File: src/design/bcast_defines.svh
// broadcast hub sizing macros: lane count, sample width, gain width and gain fraction bits

`ifndef BCAST_DEFINES_SVH
`define BCAST_DEFINES_SVH

//////////////////////////////
// lane count
//////////////////////////////

// number of output lanes fed by the distributor
`define BCAST_NUM_LANES 4

//////////////////////////////
// sample and gain widths
//////////////////////////////

// signed two's complement sample width
`define BCAST_DATA_W 16

// unsigned gain word width
`define BCAST_GAIN_W 12

// gain fraction bits, so 1 << 8 = 256 is unity
`define BCAST_GAIN_FRAC 8

`endif
File: src/design/bcast_pkg.sv
// broadcast hub package: sample, lane output, lane mask, gain and config write types

`default_nettype none

`include "bcast_defines.svh"

package bcast_pkg;

  //////////////////////////////
  // stream payloads
  //////////////////////////////

  // input beat, signed sample plus pass-through last
  typedef struct packed {
    logic signed [`BCAST_DATA_W-1:0] data;
    logic                            last;
  } sample_t;

  // scaled lane beat, sat marks a clipped result
  typedef struct packed {
    logic signed [`BCAST_DATA_W-1:0] data;
    logic                            last;
    logic                            sat;
  } lane_out_t;

  //////////////////////////////
  // configuration
  //////////////////////////////

  // one enable bit per lane
  typedef logic [`BCAST_NUM_LANES-1:0] lane_mask_t;

  // unsigned gain, BCAST_GAIN_FRAC fraction bits
  typedef logic [`BCAST_GAIN_W-1:0] gain_t;

  // config write port sizes, wide enough for mask or gain
  localparam int CFG_ADDR_W = 4;
  localparam int CFG_DATA_W = 16;

  // single-cycle write strobe with address and data
  typedef struct packed {
    logic                  strobe;
    logic [CFG_ADDR_W-1:0] addr;
    logic [CFG_DATA_W-1:0] data;
  } cfg_wr_t;

  // enable mask register, lane n gain lives at n + 1
  localparam logic [CFG_ADDR_W-1:0] CFG_ADDR_MASK = '0;

endpackage

`default_nettype wire

File: src/design/axis_bcast_top.sv
// broadcast hub top: input slice, distributor, lane scalers, output slices and config block

`default_nettype none

`include "bcast_defines.svh"

module axis_bcast_top (
  input  logic                                        clk,
  input  logic                                        rst,
  // input stream
  input  logic                                        s_valid,
  output logic                                        s_ready,
  input  bcast_pkg::sample_t                          s_data,
  // config writes
  input  bcast_pkg::cfg_wr_t                          cfg,
  // lane outputs
  output logic [`BCAST_NUM_LANES-1:0]                 m_valid,
  input  logic [`BCAST_NUM_LANES-1:0]                 m_ready,
  output bcast_pkg::lane_out_t [`BCAST_NUM_LANES-1:0] m_data
);

  import bcast_pkg::*;

  //////////////////////////////
  // internal wires
  //////////////////////////////

  // input slice to distributor
  logic    in_valid;
  logic    in_ready;
  sample_t in_data;

  // config to datapath
  lane_mask_t                          lane_mask;
  gain_t [`BCAST_NUM_LANES-1:0]        gain;

  // distributor to scalers and output slices
  logic [`BCAST_NUM_LANES-1:0]         dist_valid;
  logic [`BCAST_NUM_LANES-1:0]         dist_ready;
  sample_t                             dist_data;
  lane_out_t [`BCAST_NUM_LANES-1:0]    scaled;

  //////////////////////////////
  // config and input side
  //////////////////////////////

  bcast_cfg_regs u_cfg_regs (
    .clk       (clk),
    .rst       (rst),
    .cfg       (cfg),
    .lane_mask (lane_mask),
    .gain      (gain)
  );

  axis_reg_slice #(.payload_t(sample_t)) u_in_slice (
    .clk     (clk),
    .rst     (rst),
    .s_valid (s_valid),
    .s_ready (s_ready),
    .s_data  (s_data),
    .m_valid (in_valid),
    .m_ready (in_ready),
    .m_data  (in_data)
  );

  axis_distrib u_distrib (
    .clk       (clk),
    .rst       (rst),
    .lane_mask (lane_mask),
    .s_valid   (in_valid),
    .s_ready   (in_ready),
    .s_data    (in_data),
    .m_valid   (dist_valid),
    .m_ready   (dist_ready),
    .m_data    (dist_data)
  );

  //////////////////////////////
  // per-lane scaler and slice
  //////////////////////////////

  for (genvar n = 0; n < `BCAST_NUM_LANES; n++) begin : g_lane
    // combinational, slice behind it isolates the multiplier
    lane_scale u_scale (
      .sample (dist_data),
      .gain   (gain[n]),
      .result (scaled[n])
    );

    axis_reg_slice #(.payload_t(lane_out_t)) u_out_slice (
      .clk     (clk),
      .rst     (rst),
      .s_valid (dist_valid[n]),
      .s_ready (dist_ready[n]),
      .s_data  (scaled[n]),
      .m_valid (m_valid[n]),
      .m_ready (m_ready[n]),
      .m_data  (m_data[n])
    );
  end

endmodule

`default_nettype wire

File: src/design/lane_scale.sv
// per-lane scaler: signed sample times unsigned gain, fraction shift, saturation, last pass-through

`default_nettype none

`include "bcast_defines.svh"

module lane_scale (
  input  bcast_pkg::sample_t   sample,
  input  bcast_pkg::gain_t     gain,
  output bcast_pkg::lane_out_t result
);

  // full product width, sign bit added for the gain
  localparam int PROD_W = `BCAST_DATA_W + `BCAST_GAIN_W + 1;

  // output sample range
  localparam logic signed [PROD_W-1:0] SAT_MAX = (2 ** (`BCAST_DATA_W - 1)) - 1;
  localparam logic signed [PROD_W-1:0] SAT_MIN = -(2 ** (`BCAST_DATA_W - 1));

  //////////////////////////////
  // multiply and shift
  //////////////////////////////

  logic signed [PROD_W-1:0] product;
  logic signed [PROD_W-1:0] scaled;

  always_comb begin
    // gain zero-extended so it stays positive
    product = $signed(sample.data) * $signed({1'b0, gain});
    // arithmetic shift, truncates toward minus infinity
    scaled  = product >>> `BCAST_GAIN_FRAC;
  end

  //////////////////////////////
  // clamp
  //////////////////////////////

  always_comb begin
    result      = '0;
    result.last = sample.last;
    if (scaled > SAT_MAX) begin
      result.data = SAT_MAX[`BCAST_DATA_W-1:0];
      result.sat  = 1'b1;
    end else if (scaled < SAT_MIN) begin
      result.data = SAT_MIN[`BCAST_DATA_W-1:0];
      result.sat  = 1'b1;
    end else begin
      // in range, low bits carry the value
      result.data = scaled[`BCAST_DATA_W-1:0];
    end
  end

endmodule

`default_nettype wire

File: src/design/axis_distrib.sv
// stream distributor: one beat register broadcast to all enabled lanes with served tracking

`default_nettype none

`include "bcast_defines.svh"

module axis_distrib (
  input  logic                          clk,
  input  logic                          rst,
  // enabled lanes, from config block
  input  bcast_pkg::lane_mask_t         lane_mask,
  // upstream
  input  logic                          s_valid,
  output logic                          s_ready,
  input  bcast_pkg::sample_t            s_data,
  // one valid/ready pair per lane, shared data
  output logic [`BCAST_NUM_LANES-1:0]   m_valid,
  input  logic [`BCAST_NUM_LANES-1:0]   m_ready,
  output bcast_pkg::sample_t            m_data
);

  import bcast_pkg::*;

  //////////////////////////////
  // served tracking
  //////////////////////////////

  // lanes done with the current beat
  // all ones when no beat is held
  lane_mask_t served_q;
  lane_mask_t served_next;
  lane_mask_t lane_xfer;

  // shared beat register
  sample_t data_q;

  logic s_xfer;

  assign lane_xfer = m_valid & m_ready;

  // masked lanes count as served
  assign served_next = served_q | lane_xfer | ~lane_mask;

  // free once the last outstanding lane goes this cycle
  assign s_ready = &served_next;
  assign s_xfer  = s_valid && s_ready;

  always_ff @(posedge clk) begin
    if (rst) begin
      // nothing held, every lane idle
      served_q <= '1;
    end else if (s_xfer) begin
      // new beat, only enabled lanes owe a transfer
      served_q <= ~lane_mask;
    end else begin
      served_q <= served_next;
    end
  end

  //////////////////////////////
  // beat register
  //////////////////////////////

  always_ff @(posedge clk) begin
    if (s_xfer) begin
      data_q <= s_data;
    end
  end

  //////////////////////////////
  // lane outputs
  //////////////////////////////

  // lane valid while it still owes the beat
  // low out of reset since served_q resets to ones
  assign m_valid = ~served_q;

  // same word to every lane
  assign m_data = data_q;

endmodule

`default_nettype wire

File: src/design/axis_reg_slice.sv
// two-entry skid register slice for valid/ready streams, payload type as parameter

`default_nettype none

module axis_reg_slice #(
  parameter type payload_t = logic
) (
  input  logic     clk,
  input  logic     rst,
  // upstream
  input  logic     s_valid,
  output logic     s_ready,
  input  payload_t s_data,
  // downstream
  output logic     m_valid,
  input  logic     m_ready,
  output payload_t m_data
);

  //////////////////////////////
  // state
  //////////////////////////////

  // second entry, catches a beat while the output stalls
  logic     skid_valid;
  payload_t skid_data;

  // output register free this cycle
  logic out_load;
  logic s_xfer;

  assign out_load = m_ready || !m_valid;
  assign s_xfer   = s_valid && s_ready;

  // ready comes straight off the skid flop
  assign s_ready = !skid_valid;

  //////////////////////////////
  // control
  //////////////////////////////

  always_ff @(posedge clk) begin
    if (rst) begin
      m_valid    <= 1'b0;
      skid_valid <= 1'b0;
    end else if (out_load) begin
      // drain skid first, else take the input directly
      m_valid    <= skid_valid || s_valid;
      skid_valid <= 1'b0;
    end else if (s_xfer) begin
      // output stalled, park the beat
      skid_valid <= 1'b1;
    end
  end

  //////////////////////////////
  // payload
  //////////////////////////////

  always_ff @(posedge clk) begin
    if (out_load) begin
      m_data <= skid_valid ? skid_data : s_data;
    end
    if (!out_load && s_xfer) begin
      skid_data <= s_data;
    end
  end

endmodule

`default_nettype wire

File: src/design/bcast_cfg_regs.sv
// configuration register block: lane enable mask and per-lane gains, written by strobe

`default_nettype none

`include "bcast_defines.svh"

module bcast_cfg_regs (
  input  logic                                       clk,
  input  logic                                       rst,
  // strobe write port, no back-pressure
  input  bcast_pkg::cfg_wr_t                         cfg,
  // to distributor
  output bcast_pkg::lane_mask_t                      lane_mask,
  // to lane scalers
  output bcast_pkg::gain_t [`BCAST_NUM_LANES-1:0]    gain
);

  import bcast_pkg::*;

  // unity gain after reset
  localparam gain_t GAIN_UNITY = gain_t'(1 << `BCAST_GAIN_FRAC);

  //////////////////////////////
  // address decode
  //////////////////////////////

  logic                        mask_we;
  logic [`BCAST_NUM_LANES-1:0] gain_we;

  // unknown addresses hit neither enable
  always_comb begin
    mask_we = cfg.strobe && (cfg.addr == CFG_ADDR_MASK);
    for (int n = 0; n < `BCAST_NUM_LANES; n++) begin
      // lane n gain sits one above the mask
      gain_we[n] = cfg.strobe && (cfg.addr == CFG_ADDR_W'(n + 1));
    end
  end

  //////////////////////////////
  // registers
  //////////////////////////////

  // mask, all lanes on out of reset
  always_ff @(posedge clk) begin
    if (rst) begin
      lane_mask <= '1;
    end else if (mask_we) begin
      // low lane-count bits of the data word
      lane_mask <= cfg.data[`BCAST_NUM_LANES-1:0];
    end
  end

  // per-lane gains, unity out of reset
  always_ff @(posedge clk) begin
    if (rst) begin
      for (int n = 0; n < `BCAST_NUM_LANES; n++) begin
        gain[n] <= GAIN_UNITY;
      end
    end else begin
      for (int n = 0; n < `BCAST_NUM_LANES; n++) begin
        if (gain_we[n]) begin
          gain[n] <= cfg.data[`BCAST_GAIN_W-1:0];
        end
      end
    end
  end

endmodule

`default_nettype wire

File: config.mk
export PLATFORM = sky130hd
export DESIGN_NAME = axis_bcast_top
export DESIGN_NICKNAME = d
export VERILOG_FILES = /design/src/design/bcast_pkg.sv /design/src/design/axis_bcast_top.sv /design/src/design/lane_scale.sv /design/src/design/axis_distrib.sv /design/src/design/axis_reg_slice.sv /design/src/design/bcast_cfg_regs.sv
export VERILOG_INCLUDE_DIRS = /design/src /design/src/design
export SDC_FILE = /design/constraint.sdc
export NUM_CORES = 2
export LEC_CHECK = 0
export BUFFER_PORTS_ARGS = -buffer_cell sky130_fd_sc_hd__buf_4
export CAP_MARGIN = 10
export CORE_ASPECT_RATIO = 0.5
export CORE_MARGIN = 10
export CORE_UTILIZATION = 61
export DETAILED_ROUTE_END_ITERATION = 10
export GPL_TIMING_DRIVEN = 1
export PLACE_DENSITY_LB_ADDON = 0.1
export SLEW_MARGIN = 30
export SYNTH_ARGS = -nofsm -noshare
export SYNTH_HDL_FRONTEND = slang
export SYNTH_SLANG_ARGS = --single-unit
File: constraint.sdc
create_clock -name clk -period 10.2 [get_ports clk]
set_input_delay 0 -clock clk [delete_from_list [all_inputs] [get_ports clk]]
set_output_delay 0 -clock clk [all_outputs]
set_load 0.03 [all_outputs]
==> flow_summary_export.csv <==
group,metric,value,unit
status,outcome,"complete, no violations",
final_layout,final_common_cell,"inv_1",
clocking,numCtsBuffers,26,
timing,hold_viol,0,
timing,min_period,8120,ps
timing,tightest_slew,894,ps
hold_path,min_path_type,"primary input to flop",
setup_path,reg2regPathDepth,21,
clocking,cts_tree,"built",
clocking,h-tree-depth,1,
setup_path,cp_cell_sequence,"buf_4, and2_1, inv_1, fa_1, fa_1, inv_1, fa_1, fa_1, inv_1, fa_1, inv_1, ha_1, and3_1, a221o_1, a21oi_2, inv_1, nor3_2, or3_1, nand3_1, nor2_2, o21ai_0",
setup_path,regToRegSetupSlack,2080,ps
global_route,grt.total_usage,24.0,%
synth,ys_seq_area_share,18.4,%
global_route,grt_pass1_wl,147,mm
hold_path,whs_endpoint,"g_lane[0].u_out_slice.skid_valid",
setup_path,critPathMaxStageDelay,870,ps
timing,setup_viol,0,
synth,synth_fp_nets,5123,
route,wl,86.9,mm
timing,fmaxAchievable,0.123,GHz
setup_path,endpoint_kind,"flop",
synth,synth_cell_types,88,
final_layout,fillers,5154,
die,die_x,377,um
clocking,clk_latency,610,ps
setup_path,worst_setup_path_start_kind,"flop",
synth,ys_ff_latch,261,
final_layout,nets,5175,
die,die_height,199,um
synth,synth.avg_cell_area,9.45,um2
setup_path,r2r_end,"g_lane[1].u_out_slice.skid_data[2]",
global_route,grt_max_degree,67,
final_layout,multiInputGateArea,27400,um2
synth,async_flop_share,0,%
hold_path,holdPathStages,3,
setup_path,cp.arrival,8400,ps
synth,ys.flop_type,"edfxtp_1",
setup_path,crit_type,"flop to flop",
setup_path,crit_slowest_cell,"nor2_2",
placement,gp_congestion,0.877,
global_route,antenna_found_initial,1,
synth,yosysWarnings,0,
route,drtIter0Drc,1990,
power_and_ir_drop,power_density,86.0,nW/um2
setup_path,crit_required,10490,ps
die,initial_core_util,61.7,%
setup_path,crit_fanout,36,
final_layout,antennaDiodeCount,0,
timing,fin_setup_tns,0,ps
timing,fin_skew,41.1,ps
die,placementRows,65,
clocking,cts_setup_buffers,0,
route,ant_nets,0,
synth,synth_edf_count,195,
job,drv_cap,0,
placement,io_buffers,117,
timing,fin_crit_sh,79.6,%
power_and_ir_drop,vdd_drop_max,0.138,mV
route,vias,27600,
final_layout,drive_gt1_share,6.73,%
timing,timing.hold.ws,48.7,ps
die,core_area,63100,um2
power_and_ir_drop,p_leak,20.8,nW
final_layout,area_delta_synth_final,7.59,%
route,vias_per_cell,5.49,
route,drc,0,
final_layout,most-common-layout-cells,"980 x inv_1, 708 x fa_1, 580 x nand2_1",
die,io_pins,122,
route,dr.pass1.iters,5,
global_route,grt-ovfl-total,0,
final_layout,seq_area,7180,um2
timing,rsz0062_at_grt,"false",
clocking,clock_sinks,261,
placement,dp_hpwl,66.9,mm
global_route,grt_pass1_vias,29000,
clocking,clockBufferDepth,3,
hold_path,hp-start,"m_ready[0]",
clocking,root_buffer,"clkbuf_16",
die,die_area,74900,um2
route,wl_per_cell,17.3,um
clocking,clk_pin_slew_worst_paths,80,ps
timing,max_slew_margin,40.1,%
synth,syn-instance-count,4118,
setup_path,r2r-start,"u_distrib.m_data[16]",
timing,finalMaxSlewViolations,0,
synth,syn-cell-area,38900,um2
-- where the power goes --
part | switching [W] | leakage (nW) | internal, W
sequential | 0.0000453 | 2.39 | 0.00128
combinational | 0.000802 | 17.9 | 0.000463
clock | 0.000484 | 0.439 | 0.000527
-- through the flow --
step                      std cells  total power [W]  util (%)  instance area, um2  setup slack [ps]
after floorplan                4118          0.00223         -               38900              3700
after global placement         4921          0.00257      64.0               40400              2300
after detailed placement       4921          0.00260      64.0               40400              2130
after CTS                      5025          0.00363      66.3               41800              2080
after global routing           5027          0.00382      66.3               41900              1440
final                          5027          0.00360      66.3               41900              2080
-- logic make-up (layout without fill, tap and decap cells) --
kind of cell    Yosys count  count (layout)  synth area share [%]
flops                   261             261                  18.4
buf+inv                1165            1237                  11.4
compound gates          353             353                  6.44
xor+xnor                 90              90                  2.06
fa+ha+maj               960             960                  44.5
mux                      65              65                  1.77
simple gates           1224            1224                  15.4
-- final cells by class --
class	count	share of cell area, %
clock inverters	18	0.395
flip-flops and latches	261	17.1
repair buffers	210	4.19
inverters	979	8.78
clock buffers	30	1.66
multi-input cells	2692	65.3
well taps	837	2.50
-- Yosys cell counts, drive strengths merged, types with 12 or more instances --
cell type | n | area [um2]
a21o | 24 | 180
ha | 252 | 3150
nor3 | 29 | 150
mux2 | 29 | 327
nand2b | 14 | 87.6
and3 | 15 | 93.8
and2 | 375 | 2350
nand2 | 580 | 2180
inv | 979 | 3670
xor2 | 33 | 289
o211ai | 28 | 210
nand3 | 30 | 150
clkbuf | 164 | 617
xnor2 | 56 | 490
fa | 708 | 14200
nor2 | 88 | 333
nand4 | 21 | 138
dfxtp | 66 | 1320
buf | 22 | 131
mux2i | 36 | 360
a21oi | 113 | 577
o21ai | 67 | 335
nor2b | 37 | 231
edfxtp | 195 | 5860
o311ai | 12 | 188
-- critical path: cells and delay by family (launching register included) --
| kind | cells | cell delay, ps |
|---|---|---|
| adder cells (fa/ha/maj) | 6 | 3170 |
| flip-flops | 1 | 640 |
| buffers and inverters | 6 | 980 |
| AND/OR/NAND/NOR | 6 | 2190 |
| AO/OA/AOI/OAI | 3 | 760 |
-- what timing repair did --
item / CTS / global route
hold buffers: 56 / 0
setup endpoints to repair: 0 / 0
hold endpoints to repair: 117 / 0
resized for setup: 0 / 0
-- state kept, by name, summed over array words and instances (netlist names) --
name                           flops
g_lane.u_out_slice.m_valid         4
u_in_slice.m_valid                 1
u_distrib.m_data                  17
g_lane.u_out_slice.skid_valid      4
u_in_slice.skid_valid              1
g_lane.u_out_slice.m_data         72
u_cfg_regs.gain                   48
g_lane.u_out_slice.skid_data      72
u_cfg_regs.lane_mask               4
u_in_slice.m_data                 17
u_distrib.served_q                 4
u_in_slice.skid_data              17
-- metal layers --
metal / track usage (%) / part of all wire, % / up-vias
met5: 0 / 0 / -
met4: 5.73 / 2.3 / 0
met3: 4.23 / 7.1 / 119
met2: 38.4 / 46 / 775
met1: 34.1 / 45 / 14100
li1: - / - / 12600
-- worst max-delay path by stage --
stage	start	endpoint	slack [ps]	cells past startpoint
finish	u_distrib.m_data[16]	g_lane[1].u_out_slice.skid_data[2]	2080	21
global placement	u_distrib.m_data[16]	g_lane[0].u_out_slice.m_data[8]	2300	21
detailed placement	u_distrib.m_data[16]	g_lane[1].u_out_slice.skid_data[2]	2130	21
floorplan	u_distrib.m_data[16]	g_lane[3].u_out_slice.m_data[0]	3700	20
CTS	u_distrib.m_data[16]	g_lane[1].u_out_slice.skid_data[2]	2080	21
global route	u_distrib.m_data[16]	g_lane[0].u_out_slice.m_data[12]	1440	21
Note: power is estimated with default switching activity, not from simulation.
